### src/design/aiq_defines.svh
// AIQ sizing macros for entry count, pipe count and tag and id widths
`ifndef AIQ_DEFINES_SVH
`define AIQ_DEFINES_SVH

//========================================
// Queue geometry
//========================================
// Entries in the arithmetic issue queue
`define AIQ_ENTRIES 4
// Issue pipes, also the number of result broadcasts
`define AIQ_PIPES   2

// Physical register tag width
`define AIQ_PREG_W  6
// Instruction id width
`define AIQ_IID_W   5

`endif

### src/design/aiq_pkg.sv
// AIQ package with the vector, tag and id types shared by the queue blocks
`include "aiq_defines.svh"

package aiq_pkg;

  //========================================
  // Shared types
  //========================================
  // One bit per issue pipe
  // Launch-ready, broadcast readiness, entry ready
  typedef logic [`AIQ_PIPES-1:0]   pipe_vec_t;

  // Physical register tag
  typedef logic [`AIQ_PREG_W-1:0]  preg_t;

  // Instruction id
  typedef logic [`AIQ_IID_W-1:0]   iid_t;

  // One bit per entry
  // Valid, create select, grant, per-pipe ready masks
  typedef logic [`AIQ_ENTRIES-1:0] entry_vec_t;

endpackage

### src/design/aiq_src_lch_rdy.sv
// AIQ source launch-ready vector with create load, wakeup update and read bypass
`timescale 1ns/1ps

module aiq_src_lch_rdy
  import aiq_pkg::*;
(
  input  logic       y_clk,
  input  logic       cpurst_b,
  input  logic       vld,
  input  logic       create_en,
  input  pipe_vec_t  create_lch_rdy,
  input  logic [1:0] wake_hit,
  input  pipe_vec_t  wake0_rdy,
  input  pipe_vec_t  wake1_rdy,
  output pipe_vec_t  read_lch_rdy
);

  // Stored launch-ready, one bit per pipe
  pipe_vec_t lch_rdy;

  //========================================
  // Vector register
  //========================================
  // Create first, then broadcast 0, then broadcast 1
  // Wakeups only land while the entry stays valid
  always_ff @(posedge y_clk or negedge cpurst_b)
  begin
    if (!cpurst_b)
      lch_rdy <= '0;
    else if (create_en)
      lch_rdy <= create_lch_rdy;
    else if (vld && wake_hit[0])
      lch_rdy <= wake0_rdy;
    else if (vld && wake_hit[1])
      lch_rdy <= wake1_rdy;
  end

  //========================================
  // Read port
  //========================================
  // Single hit bypasses the broadcast vector
  // Double hit or no hit shows the stored value
  always_comb
  begin
    case (wake_hit)
      2'b01:   read_lch_rdy = wake0_rdy;
      2'b10:   read_lch_rdy = wake1_rdy;
      default: read_lch_rdy = lch_rdy;
    endcase
  end

endmodule

### src/design/aiq_entry.sv
// AIQ entry holding id and source tags, matching broadcasts and forming pipe ready
`timescale 1ns/1ps

module aiq_entry
  import aiq_pkg::*;
(
  input  logic      y_clk,
  input  logic      cpurst_b,
  input  logic      create_en,
  input  iid_t      create_iid,
  input  preg_t     create_src0_preg,
  input  preg_t     create_src1_preg,
  input  pipe_vec_t create_src0_lch_rdy,
  input  pipe_vec_t create_src1_lch_rdy,
  input  logic      wake0_vld,
  input  preg_t     wake0_preg,
  input  pipe_vec_t wake0_rdy,
  input  logic      wake1_vld,
  input  preg_t     wake1_preg,
  input  pipe_vec_t wake1_rdy,
  input  logic      grant,
  output logic      vld,
  output iid_t      iid,
  output pipe_vec_t rdy
);

  // Source tags captured at create
  preg_t      src0_preg;
  preg_t      src1_preg;
  // Hit bits, index is the broadcast number
  logic [1:0] src0_hit;
  logic [1:0] src1_hit;
  // Read-port view of each source
  pipe_vec_t  src0_rdy;
  pipe_vec_t  src1_rdy;
  // Entry stays resident past this edge
  logic       hold_vld;

  //========================================
  // Valid and payload
  //========================================
  always_ff @(posedge y_clk or negedge cpurst_b)
  begin
    if (!cpurst_b)
      vld <= 1'b0;
    else if (create_en)
      vld <= 1'b1;
    else if (grant)
      vld <= 1'b0;
  end

  // Payload loads only on create
  always_ff @(posedge y_clk)
  begin
    if (create_en)
    begin
      iid       <= create_iid;
      src0_preg <= create_src0_preg;
      src1_preg <= create_src1_preg;
    end
  end

  //========================================
  // Broadcast match
  //========================================
  assign src0_hit[0] = wake0_vld && vld && (wake0_preg == src0_preg);
  assign src0_hit[1] = wake1_vld && vld && (wake1_preg == src0_preg);
  assign src1_hit[0] = wake0_vld && vld && (wake0_preg == src1_preg);
  assign src1_hit[1] = wake1_vld && vld && (wake1_preg == src1_preg);

  // Granted entry leaves, so its vectors freeze
  assign hold_vld = vld && !grant;

  // Source 0 readiness
  aiq_src_lch_rdy u_src0_lch_rdy (
    .y_clk          (y_clk),
    .cpurst_b       (cpurst_b),
    .vld            (hold_vld),
    .create_en      (create_en),
    .create_lch_rdy (create_src0_lch_rdy),
    .wake_hit       (src0_hit),
    .wake0_rdy      (wake0_rdy),
    .wake1_rdy      (wake1_rdy),
    .read_lch_rdy   (src0_rdy)
  );

  // Source 1 readiness
  aiq_src_lch_rdy u_src1_lch_rdy (
    .y_clk          (y_clk),
    .cpurst_b       (cpurst_b),
    .vld            (hold_vld),
    .create_en      (create_en),
    .create_lch_rdy (create_src1_lch_rdy),
    .wake_hit       (src1_hit),
    .wake0_rdy      (wake0_rdy),
    .wake1_rdy      (wake1_rdy),
    .read_lch_rdy   (src1_rdy)
  );

  // Ready per pipe needs both sources
  assign rdy = vld ? (src0_rdy & src1_rdy) : '0;

endmodule

### src/design/aiq_alloc.sv
// AIQ allocator picking the lowest free entry for a create and flagging a full queue
`timescale 1ns/1ps

module aiq_alloc
  import aiq_pkg::*;
(
  input  logic       create_vld,
  input  entry_vec_t entry_vld,
  output entry_vec_t create_sel,
  output logic       create_full
);

  // Free entries
  entry_vec_t free_vec;
  // Lowest free entry, one-hot
  entry_vec_t free_low;

  //========================================
  // Free entry search
  //========================================
  assign free_vec = ~entry_vld;

  // Isolate lowest set bit, x & -x
  // Zero when nothing is free
  assign free_low = free_vec & (~free_vec + 1'b1);

  //========================================
  // Create select and full
  //========================================
  // Only the chosen entry sees the strobe
  // A full queue yields zero, so the create drops
  assign create_sel = create_vld ? free_low : '0;

  // Every entry occupied
  assign create_full = &entry_vld;

endmodule

### src/design/aiq_issue_sel.sv
// AIQ issue select granting up to two ready entries, one per pipe, with id mux
`timescale 1ns/1ps
`include "aiq_defines.svh"

module aiq_issue_sel
  import aiq_pkg::*;
(
  input  entry_vec_t entry_rdy0,
  input  entry_vec_t entry_rdy1,
  input  iid_t       entry_iid [`AIQ_ENTRIES],
  output entry_vec_t grant,
  output logic       issue0_vld,
  output iid_t       issue0_iid,
  output logic       issue1_vld,
  output iid_t       issue1_iid
);

  // One-hot grants per pipe
  entry_vec_t gnt0;
  entry_vec_t gnt1;
  // Pipe 1 candidates after pipe 0 pick
  entry_vec_t cand1;

  //========================================
  // Fixed-priority select
  //========================================
  // Pipe 0, lowest index ready for pipe 0
  assign gnt0 = entry_rdy0 & (~entry_rdy0 + 1'b1);

  // Pipe 1 skips the pipe 0 winner
  assign cand1 = entry_rdy1 & ~gnt0;
  assign gnt1  = cand1 & (~cand1 + 1'b1);

  // Entries leave on either grant
  assign grant = gnt0 | gnt1;

  //========================================
  // Issue outputs
  //========================================
  assign issue0_vld = |gnt0;
  assign issue1_vld = |gnt1;

  // AND-OR mux over one-hot grants
  always_comb
  begin
    issue0_iid = '0;
    issue1_iid = '0;
    for (int i = 0; i < `AIQ_ENTRIES; i++)
    begin
      issue0_iid = issue0_iid | ({`AIQ_IID_W{gnt0[i]}} & entry_iid[i]);
      issue1_iid = issue1_iid | ({`AIQ_IID_W{gnt1[i]}} & entry_iid[i]);
    end
  end

endmodule

### src/design/aiq_top.sv
// AIQ top level joining allocator, four entries and the two-pipe issue select
`timescale 1ns/1ps
`include "aiq_defines.svh"

module aiq_top
  import aiq_pkg::*;
(
  input  logic      y_clk,
  input  logic      cpurst_b,
  // Create group
  input  logic      create_vld,
  input  iid_t      create_iid,
  input  preg_t     create_src0_preg,
  input  preg_t     create_src1_preg,
  input  pipe_vec_t create_src0_lch_rdy,
  input  pipe_vec_t create_src1_lch_rdy,
  // Broadcast from pipe 0
  input  logic      wake0_vld,
  input  preg_t     wake0_preg,
  input  pipe_vec_t wake0_rdy,
  // Broadcast from pipe 1
  input  logic      wake1_vld,
  input  preg_t     wake1_preg,
  input  pipe_vec_t wake1_rdy,
  output logic      create_full,
  output logic      issue0_vld,
  output iid_t      issue0_iid,
  output logic      issue1_vld,
  output iid_t      issue1_iid
);

  // Per-entry state seen by alloc and select
  entry_vec_t entry_vld;
  entry_vec_t create_sel;
  entry_vec_t grant;
  entry_vec_t entry_rdy0;
  entry_vec_t entry_rdy1;
  iid_t       entry_iid [`AIQ_ENTRIES];
  pipe_vec_t  entry_rdy [`AIQ_ENTRIES];

  //========================================
  // Allocation
  //========================================
  aiq_alloc u_alloc (
    .create_vld  (create_vld),
    .entry_vld   (entry_vld),
    .create_sel  (create_sel),
    .create_full (create_full)
  );

  //========================================
  // Entries
  //========================================
  for (genvar i = 0; i < `AIQ_ENTRIES; i++)
  begin : g_entry
    aiq_entry u_entry (
      .y_clk               (y_clk),
      .cpurst_b            (cpurst_b),
      .create_en           (create_sel[i]),
      .create_iid          (create_iid),
      .create_src0_preg    (create_src0_preg),
      .create_src1_preg    (create_src1_preg),
      .create_src0_lch_rdy (create_src0_lch_rdy),
      .create_src1_lch_rdy (create_src1_lch_rdy),
      .wake0_vld           (wake0_vld),
      .wake0_preg          (wake0_preg),
      .wake0_rdy           (wake0_rdy),
      .wake1_vld           (wake1_vld),
      .wake1_preg          (wake1_preg),
      .wake1_rdy           (wake1_rdy),
      .grant               (grant[i]),
      .vld                 (entry_vld[i]),
      .iid                 (entry_iid[i]),
      .rdy                 (entry_rdy[i])
    );

    // Split per-pipe ready into masks
    assign entry_rdy0[i] = entry_rdy[i][0];
    assign entry_rdy1[i] = entry_rdy[i][1];
  end

  //========================================
  // Issue select
  //========================================
  aiq_issue_sel u_issue_sel (
    .entry_rdy0 (entry_rdy0),
    .entry_rdy1 (entry_rdy1),
    .entry_iid  (entry_iid),
    .grant      (grant),
    .issue0_vld (issue0_vld),
    .issue0_iid (issue0_iid),
    .issue1_vld (issue1_vld),
    .issue1_iid (issue1_iid)
  );

endmodule

### config.mk
export PLATFORM = sky130hd
export DESIGN_NAME = aiq_top
export DESIGN_NICKNAME = d
export VERILOG_FILES = /design/src/design/aiq_pkg.sv /design/src/design/aiq_src_lch_rdy.sv /design/src/design/aiq_entry.sv /design/src/design/aiq_alloc.sv /design/src/design/aiq_issue_sel.sv /design/src/design/aiq_top.sv
export VERILOG_INCLUDE_DIRS = /design/src /design/src/design
export SDC_FILE = /design/constraint.sdc
export NUM_CORES = 1
export LEC_CHECK = 0
export BUFFER_PORTS_ARGS = -buffer_cell sky130_fd_sc_hd__buf_2
export CORE_MARGIN = 2
export CORE_UTILIZATION = 50
export CTS_CLUSTER_DIAMETER = 40
export DETAILED_ROUTE_END_ITERATION = 10
export GPL_ROUTABILITY_DRIVEN = 0
export PLACE_DENSITY = 0.69
export REMOVE_ABC_BUFFERS = 1
export SYNTH_ARGS = -nofsm -noshare
export SYNTH_HDL_FRONTEND = slang
export SYNTH_SLANG_ARGS = --single-unit
### constraint.sdc
create_clock -name y_clk -period 6.5 [get_ports y_clk]
set_clock_uncertainty 0.1 [all_clocks]
set_input_delay 1.3 -clock y_clk [delete_from_list [all_inputs] [get_ports y_clk]]
set_output_delay 1.3 -clock y_clk [all_outputs]
set_load 0.02 [all_outputs]
# After elaboration in Yosys (flattened, before gate mapping)

Cells that the tools add are included.

$add $sub $neg: 3
Equality and inequality tests: 32
Mux-type cells: 45
Bitwise logic cells: 28
Reduce and logical (&&, ||, !) cells: 63

Operators by type and width:

| operator                                                         | count |
|---|---|
| 6-bit == test                                                    | 16 |
| 2-bit 2-to-1 mux                                                 | 28 |
| 1-bit logical AND                                                | 44 |
| 5-bit AND                                                        | 8 |
| 2-bit case mux with 2 select lines                               | 8 |
| 5-bit OR                                                         | 6 |
| 3-bit nonzero test                                               | 8 |
| 4-bit inverter                                                   | 5 |
| 4-bit AND                                                        | 4 |
| 2-bit by 1-bit == test with 1-bit output (second input constant) | 8 |
| 2-bit == test (second input constant)                            | 8 |
| 4-bit by 1-bit adder with 4-bit output (second input constant)   | 3 |
| 2-bit AND                                                        | 4 |
| 1-bit 2-to-1 mux                                                 | 8 |
| 2-bit nonzero test                                               | 4 |
| 4-bit OR reduction                                               | 2 |
| 1-bit logical NOT                                                | 4 |
| 4-bit 2-to-1 mux                                                 | 1 |
| 4-bit OR                                                         | 1 |
| 4-bit AND reduction                                              | 1 |

Bits in registers: 88
Input port bits: 42
Output and inout port bits: 13
Word-level logic and storage cells: 195

# Depth between registers and ports, before layout

Gate-level depths: netlist of the first run.

Word-level depth: 21
Depth in mapped cells: 14
Depth with buffers taken out: 12

# Cells and area by module

A second synthesis of the first run with hierarchy kept.

Cells, all modules: 488
Area total of the unflattened synthesis: 5,351.4 um^2

By module, submodules not included:

| module          | instances | cells each | area each (um^2) | seq. area each (um^2) |
|---|---|---|---|---|
| aiq_entry       | 4         | 56         | 858.3            | 535.5 |
| aiq_src_lch_rdy | 8         | 24         | 180.2            | 50.0 |
| aiq_issue_sel   | 1         | 65         | 416.6            | 0.0 |
| aiq_alloc       | 1         | 7          | 60.1             | 0.0 |

# Least setup slack after synthesis of the first run

Ideal clock, no wire load.

Path type: input to output
From: in wake1_preg[5]
To: out issue1_iid[0]
Arrival: 4.410 ns
Required time: 5.100 ns
Setup slack: 0.690 ns
Cell stages on the path: 14
Path buffers: 2
Path through: buf_2 -> xor2_1 -> or4_1 -> nor4_4 -> inv_1 -> ha_1 -> inv_1 -> o221ai_1 -> nor3_2 -> buf_2 -> o21ai_0 -> o211ai_1 -> nor3_2 -> a221o_1

Word-level cells in the longest chain between the ends: 18
Elaborated cells on any way between the ends: 63
Those cells by class: add/sub: 2; eq/ne: 24; mux: 12; bitwise: 17; reduce/logical: 8

RTL lines:

| element                                                                   | RTL line                         | text |
|---|---|---|
| start: declaration                                                        | aiq_top.sv:23                    | `input preg_t wake1_preg,` |
| 6-bit == test (on tied branches)                                          | aiq_entry.sv:67, aiq_entry.sv:69 |  |
| 1-bit logical AND (on tied branches)                                      | aiq_entry.sv:67, aiq_entry.sv:69 |  |
| 2-bit == test or 2-bit by 1-bit == test with 1-bit output (tied branches) | aiq_src_lch_rdy.sv:45            | `case (wake_hit)` |
| 2-bit case mux with 2 select lines                                        | aiq_src_lch_rdy.sv:45            |  |
| 2-bit AND                                                                 | aiq_entry.sv:101                 | `assign rdy = vld ? (src0_rdy & src1_rdy) : '0;` |
| 2-bit 2-to-1 mux                                                          | aiq_entry.sv:101                 |  |
| 4-bit inverter                                                            | aiq_issue_sel.sv:28              | `assign gnt0 = entry_rdy0 & (~entry_rdy0 + 1'b1);` |
| 4-bit by 1-bit adder with 4-bit output                                    | aiq_issue_sel.sv:28              |  |
| 4-bit AND                                                                 | aiq_issue_sel.sv:28              |  |
| 4-bit inverter                                                            | aiq_issue_sel.sv:31              | `assign cand1 = entry_rdy1 & ~gnt0;` |
| 4-bit AND (*)                                                             | aiq_issue_sel.sv:31              |  |
| 4-bit inverter                                                            | aiq_issue_sel.sv:32              | `assign gnt1 = cand1 & (~cand1 + 1'b1);` |
| 4-bit by 1-bit adder with 4-bit output                                    | aiq_issue_sel.sv:32              |  |
| 4-bit AND (*)                                                             | aiq_issue_sel.sv:32              |  |
| 5-bit AND                                                                 | aiq_issue_sel.sv:51              | `` issue1_iid = issue1_iid \| ({`AIQ_IID_W{gnt1[i]}} & entry_iid[i]); `` |
| 5-bit OR (2 in series)                                                    | aiq_issue_sel.sv:51              |  |
| 5-bit OR (*)                                                              | aiq_issue_sel.sv:51              |  |
| end: declaration                                                          | aiq_top.sv:29                    | `output iid_t issue1_iid` |

Every way passes the cells marked *; elsewhere a longest branch is shown, timed or not.

# Worst setup path in the final report of the first run

From: in wake1_preg[3]
To: out issue1_iid[2]

The elaborated chain is that of the path after synthesis.

==> impl_metrics.tcl, run 1 <==
set metrics [dict create \
    finalSetupTns_ns 0 \
    grt_max_degree 25 \
    crit_path_top_delay_cell "ha_1" \
    avgSynthCellArea_um2 11.0 \
    die-area_mm2 0.0118 \
    cts_tree "yes" \
    finalCritPeriodShare_pct 96.3 \
    slowest_delay_ns 0.44 \
    drive_gt1_share_pct 20.0 \
    place.detailed.hpwl_um 10700 \
    cts-htree-levels 3 \
    p_leak_nw 2.42 \
    die-height_um 109 \
    hold_violations 0 \
    relSlewSlack_pct 33.5 \
    postCtsHoldBufs 0 \
    setup_viol 0 \
    wl_per_cell_um 20.7 \
    crit_type "in -> out" \
    rsz0062_at_grt "false" \
    cts-buffers-inserted 9 \
    tightest_slew_ns 0.991 \
    initial_core_util_pct 50.9 \
    syn-instance-count 499 \
    ctsRootBufferMaster "clkbuf_8" \
    syn_area_mm2 0.00547 \
    postCtsSetupBuffers 0 \
    min_path_type "reg -> reg" \
    drt_iter0_markers 353 \
    met3_usage_pct 5.38 \
    grt_most_used_layer "met2" \
    synth-seq-area-share_pct 46.5 \
    grtUsageMet1_pct 34.1 \
    coreArea_mm2 0.0107 \
    critPathTopFamily "simple AND/OR/NAND/NOR gates" \
    ctsResizeCount 0 \
    path_clk_slew_ns 0.08 \
    min_period_ns 6.26 \
    nNetsFinal 613 \
    gr-usage-all-layers_pct 26.1 \
    routed_wl_um 14500 \
    worstPathCellList "buf_2 > xor2_1 > nor4_1 > nand4_1 > ha_1 > a2111oi_2 > and2_1 > mux2i_1 > o211ai_1 > nor3_2 > a221o_1 > buf_2" \
    grtUsageMet2_pct 41.9 \
    drt-pass1-iter-count 7 \
    drc_errors 0 \
    vias_per_cell 6.08 \
    synthFlopType "edfxtp_1" \
    grt_pass1_vias 4370 \
    io_buffers 54 \
    postRouteAntennaNets 0 \
    finalPower_mw 1.93 \
    n_antenna_cell 0 \
    worstPathArrival_ns 4.86 \
    cp_common_cell "buf_2" \
    worstPathRequired_ns 5.10 \
    overflow 0 \
    cp_max_fo 8 \
    crit_buf_inv 2 \
    rows 38 \
    yosysWarnings 0 \
    synthToLayoutAreaGrowth_pct 11.4 \
    clkLatencyLatePin_ns 0.37 \
    grt_pass1_wl_um 22800 \
    nFillCells 944 \
    p_per_area_mw_per_mm2 317 \
    slew_violations 0 \
    irDropWorstVdd_uv 159 \
    maxCapViolCount 0 \
    cts_buffer_depth 2 \
    endpoint_kind "output port" \
    antenna_found_initial 0 \
    die_x_um 109 \
    synth.distinct_cells 63 \
    reg2reg_slack_ns 2.56 \
    synth_edf_count 68 \
    synth.ff_latch_count 88 \
    ios 55 \
    startpoint_type "input port" \
    status "complete, no violations" \
    route.vias.total 4259 \
    ys_async_sr_fraction_pct 22.7 \
    fmax_ghz 0.160 \
    cts_sinks 88 \
]
[final timing paths]
kind,endpoint,cells after the start,startpoint
max,issue1_iid[2],12,wake1_preg[3]
max in group asynchronous,g_entry[0].u_entry.u_src1_lch_rdy.lch_rdy[1]$_DFFE_PN0P_,1,cpurst_b
min reg2reg,g_entry[0].u_entry.u_src1_lch_rdy.lch_rdy[1]$_DFFE_PN0P_,1,g_entry[0].u_entry.u_src1_lch_rdy.lch_rdy[1]$_DFFE_PN0P_
max reg2reg,g_entry[3].u_entry.u_src0_lch_rdy.lch_rdy[1]$_DFFE_PN0P_,12,g_entry[3].u_entry.vld$_DFFE_PN0P_
min,g_entry[0].u_entry.u_src1_lch_rdy.lch_rdy[1]$_DFFE_PN0P_,1,g_entry[0].u_entry.u_src1_lch_rdy.lch_rdy[1]$_DFFE_PN0P_
min in group asynchronous,g_entry[3].u_entry.u_src0_lch_rdy.lch_rdy[0]$_DFFE_PN0P_,1,cpurst_b
[synth_stat cells, drive strengths merged, types with 7 or more instances]
cell type,number,area (um2)
o21ai,13,65.1
edfxtp,68,2040
buf,18,103
xnor2,39,342
nor4,16,166
a21oi,15,75.1
dfrtp,20,500
nand3,9,45.0
nor3,7,45.0
a31oi,8,50.1
a221o,18,189
nand4,13,81.3
inv,35,131
nand2,25,93.8
a221oi,12,105
o211ai,8,65.1
ha,16,200
nor2,31,119
xor2,57,499
[power breakdown]
part,internal (mW),switching (mW)
clock network,0.181,0.192
registers,0.750,0.112
logic,0.277,0.423
total,1.21,0.726
[per-layer routing]
layer  up-vias  wire [um]
met5         -          0
met3        33       1070
met1      2068       5870
met2       194       7090
li1       1964          -
met4         0        454
[logic make-up (layout without fill, tap and decap cells)]
family	Yosys count	in the layout	share of synthesized area [%]
buffers and inverters	58	119	4.62
adder cells (fa/ha/maj)	16	16	3.66
AO/OA/AOI/OAI	110	110	15.9
AND/OR/NAND/NOR	130	130	13.9
flip-flops	88	88	46.5
XOR/XNOR	96	96	15.4
multiplexers	1	1	0.183
[worst register-to-register path, cell delays in order, from the launching register on]
cell,delay [ns]
dfrtp_1,0.56
nand2_1,0.16
or4_1,0.58
nor4_4,0.28
inv_1,0.11
ha_1,0.33
a21o_2,0.11
a21oi_1,0.06
or4_4,0.58
nor4_4,0.37
nor2_2,0.14
and2_4,0.18
a221o_1,0.28
[state kept, by name, indices dropped and copies added (netlist names)]
signal / flops
g_entry.u_entry.u_src1_lch_rdy.lch_rdy: 8
g_entry.u_entry.src1_preg: 24
g_entry.u_entry.vld: 4
g_entry.u_entry.iid: 20
g_entry.u_entry.src0_preg: 24
g_entry.u_entry.u_src0_lch_rdy.lch_rdy: 8
[final cells by class]
| class | instances | area [um2] | area share, % |
|---|---|---|---|
| inverter | 36 | 135 | 2.22 |
| tap | 140 | 175 | 2.87 |
| sequential | 88 | 2540 | 41.7 |
| multi-input combinational | 353 | 2680 | 44.0 |
| clock inverter | 2 | 12.5 | 0.205 |
| timing repair buffer | 67 | 368 | 6.03 |
| clock buffer | 14 | 183 | 3.00 |
[stage by stage]
stage / hold WS (ns) / util [%] / setup WS [ns] / std cells / area (um2)
6_report: 0.426 / 56.7 / 0.244 / 700 / 6100
5_1_grt: 0.445 / 56.7 / 0.0216 / 700 / 6100
4_1_cts: 0.424 / 56.7 / 0.277 / 700 / 6100
3_5_place_dp: 0.403 / 54.9 / 0.301 / 684 / 5900
3_3_place_gp: 0.398 / 54.9 / 0.349 / 684 / 5900
2_1_floorplan: 0.364 / - / 0.370 / 477 / 5360
[layout by cell type (no fill, tap or decap), drive strengths merged, types with 6 or more instances in the layout]
master	netlist	routed
a21oi	15	15
a221o	18	18
a221oi	12	12
a31oi	8	8
buf	18	67
clkbuf	4	14
dfrtp	20	20
edfxtp	68	68
ha	16	16
inv	35	35
nand2	25	25
nand3	9	9
nand4	13	13
nor2	31	31
nor3	7	7
nor4	16	16
o211ai	8	8
o21ai	13	13
o221ai	6	6
or4	6	6
xnor2	39	39
xor2	57	57
Power figures use the tool's default switching activity.
==> run 2: changes to the inputs <==
CORE_MARGIN = not set   (was 2)
==> impl_metrics.tcl, run 2 (synthesis results as in run 1) <==
set metrics [dict create \
    routed_wl_um 14300 \
    min_path_type "reg -> reg" \
    drive_gt1_share_pct 19.8 \
    postRouteAntennaNets 0 \
    hold_slack_ns 0.427 \
    cts_tree "yes" \
    p_int_mw 1.21 \
    rsz0062_at_grt "false" \
    whs_path_depth 1 \
    initial_core_util_pct 52.3 \
    power_frac_clock_pct 20.5 \
    route.vias.total 4282 \
    drt_iter0_markers 303 \
    setup_viol 0 \
    drc_errors 0 \
    drt-pass1-iter-count 5 \
    seqPwrFrac_pct 43.8 \
    maxCapViolCount 0 \
    grt_pass1_vias 4229 \
    p_per_area_mw_per_mm2 323 \
    ctsRootBufferMaster "clkbuf_8" \
    tightest_slew_ns 1.05 \
    cts-htree-levels 3 \
    rows 37 \
    nFillCells 892 \
    nNetsFinal 609 \
    r2r_end "g_entry[3].u_entry.u_src1_lch_rdy.lch_rdy[1]$_DFFE_PN0P_" \
    p_sw_mw 0.756 \
    relSlewSlack_pct 29.6 \
    min_period_ns 6.27 \
    mostFrequentLayoutCell "edfxtp_1" \
    dpl-instance-area_mm2 0.00587 \
    clkLatencyLatePin_ns 0.37 \
    min_to "g_entry[2].u_entry.u_src0_lch_rdy.lch_rdy[0]$_DFFE_PN0P_" \
    dp.cells 676 \
    n_antenna_cell 0 \
    multiInputGateArea_mm2 0.00269 \
    utilization_pct 58.1 \
    regArea_mm2 0.00254 \
    die_x_um 107 \
    p_leak_nw 2.40 \
    coreArea_mm2 0.0105 \
    grt_max_degree 25 \
    endpoint_kind "output port" \
    place.detailed.hpwl_um 10600 \
    cts-buffers-inserted 9 \
    cts_sinks 88 \
    fmax_ghz 0.160 \
    synthToLayoutAreaGrowth_pct 11.1 \
    die-height_um 107 \
    final_cell_count_no_fill 692 \
    power_frac_comb_pct 35.7 \
    reg2reg_from "g_entry[2].u_entry.vld$_DFFE_PN0P_" \
    postCtsHoldBufs 0 \
    r2r_cells 11 \
    vias_per_cell 6.19 \
    irDropWorstVdd_uv 196 \
    worstPathArrival_ns 4.87 \
    hold_violations 0 \
    reg_top3 "g_entry.u_entry.src0_preg (24), g_entry.u_entry.src1_preg (24), g_entry.u_entry.iid (20)" \
    design_area_mm2 0.00608 \
    status "complete, no violations" \
    path_clk_slew_ns 0.10 \
    grt_pass1_wl_um 22000 \
    overflow 0 \
    worstPathRequired_ns 5.10 \
    crit_type "in -> out" \
    finalSetupTns_ns 0 \
    finalCritPeriodShare_pct 96.4 \
    wl_per_cell_um 20.7 \
    cts_buffer_depth 2 \
    final_cell_mix "68 x edfxtp_1, 57 x xor2_1, 54 x buf_2" \
    gr-usage-all-layers_pct 26.1 \
    reg2reg_slack_ns 2.52 \
    ios 55 \
    antenna_found_initial 0 \
    io_buffers 54 \
    cp_max_fo 8 \
    die-area_mm2 0.0114 \
    startpoint_type "input port" \
    slew_violations 0 \
    timing.hold.worst.start "g_entry[2].u_entry.u_src0_lch_rdy.lch_rdy[0]$_DFFE_PN0P_" \
    swShare_pct 38.5 \
]
run 2: per-stage QoR:
step	power, mW	setup WS (ns)
final	1.96	0.234
after global routing	2.06	0.0798
after CTS	1.96	0.143
after detailed placement	1.56	0.148
after global placement	1.55	0.325
after floorplan	1.31	0.370
run 2: worst max-delay path by stage:
stage	start	end	depth (start not counted)
after global routing	wake1_preg[5]	issue1_iid[4]	14
after CTS	wake1_preg[5]	issue1_iid[4]	14
after global placement	wake1_preg[5]	issue1_iid[0]	14
final	wake1_preg[2]	issue1_iid[0]	13
after detailed placement	wake1_preg[5]	issue1_iid[4]	14
after floorplan	wake1_preg[5]	issue1_iid[0]	12
run 2: routing by layer:
| metal | vias up | track usage, % | wire length [um] |
|---|---|---|---|
| li1 | 1961 | - | - |
| met1 | 2093 | 33.2 | 5900 |
| met2 | 192 | 43.9 | 6950 |
| met3 | 36 | 4.80 | 1040 |
| met4 | 0 | 10.7 | 431 |
| met5 | - | 0 | 0 |
run 2: cell type report:
cell class / instances / share of cell area (%)
clock buffer: 9 / 2.04
tap: 136 / 2.80
sequential: 88 / 41.8
clock inverter: 7 / 1.40
multi-input combinational: 353 / 44.2
inverter: 36 / 2.22
timing repair buffer: 63 / 5.56
run 2: worst max-delay path, stage by stage:
cell	delay [ns]
buf_2	0.17
xor2_1	0.18
nor4_1	0.37
nand4_1	0.39
ha_1	0.50
a21o_1	0.12
a21oi_1	0.07
nor4_2	0.57
mux2i_1	0.24
o211ai_1	0.33
nor3_2	0.14
a221o_1	0.32
buf_2	0.16
run 2: timing repair:
| action | in CTS | in global routing |
|---|---|---|
| hold endpoints to repair | 0 | 0 |
| buffers inserted | 0 | 0 |
| setup endpoints to repair | 0 | 5 |
| resized for setup | 0 | 1 |
run 2: power groups by stage:
stage               combinational (mW)  sequential [mW]  clock (mW)
finish                           0.701            0.861       0.403
global route                     0.760            0.872       0.432
CTS                              0.695            0.858       0.408
detailed placement               0.695            0.868           0
global placement                 0.682            0.871           0
floorplan                        0.483            0.826           0
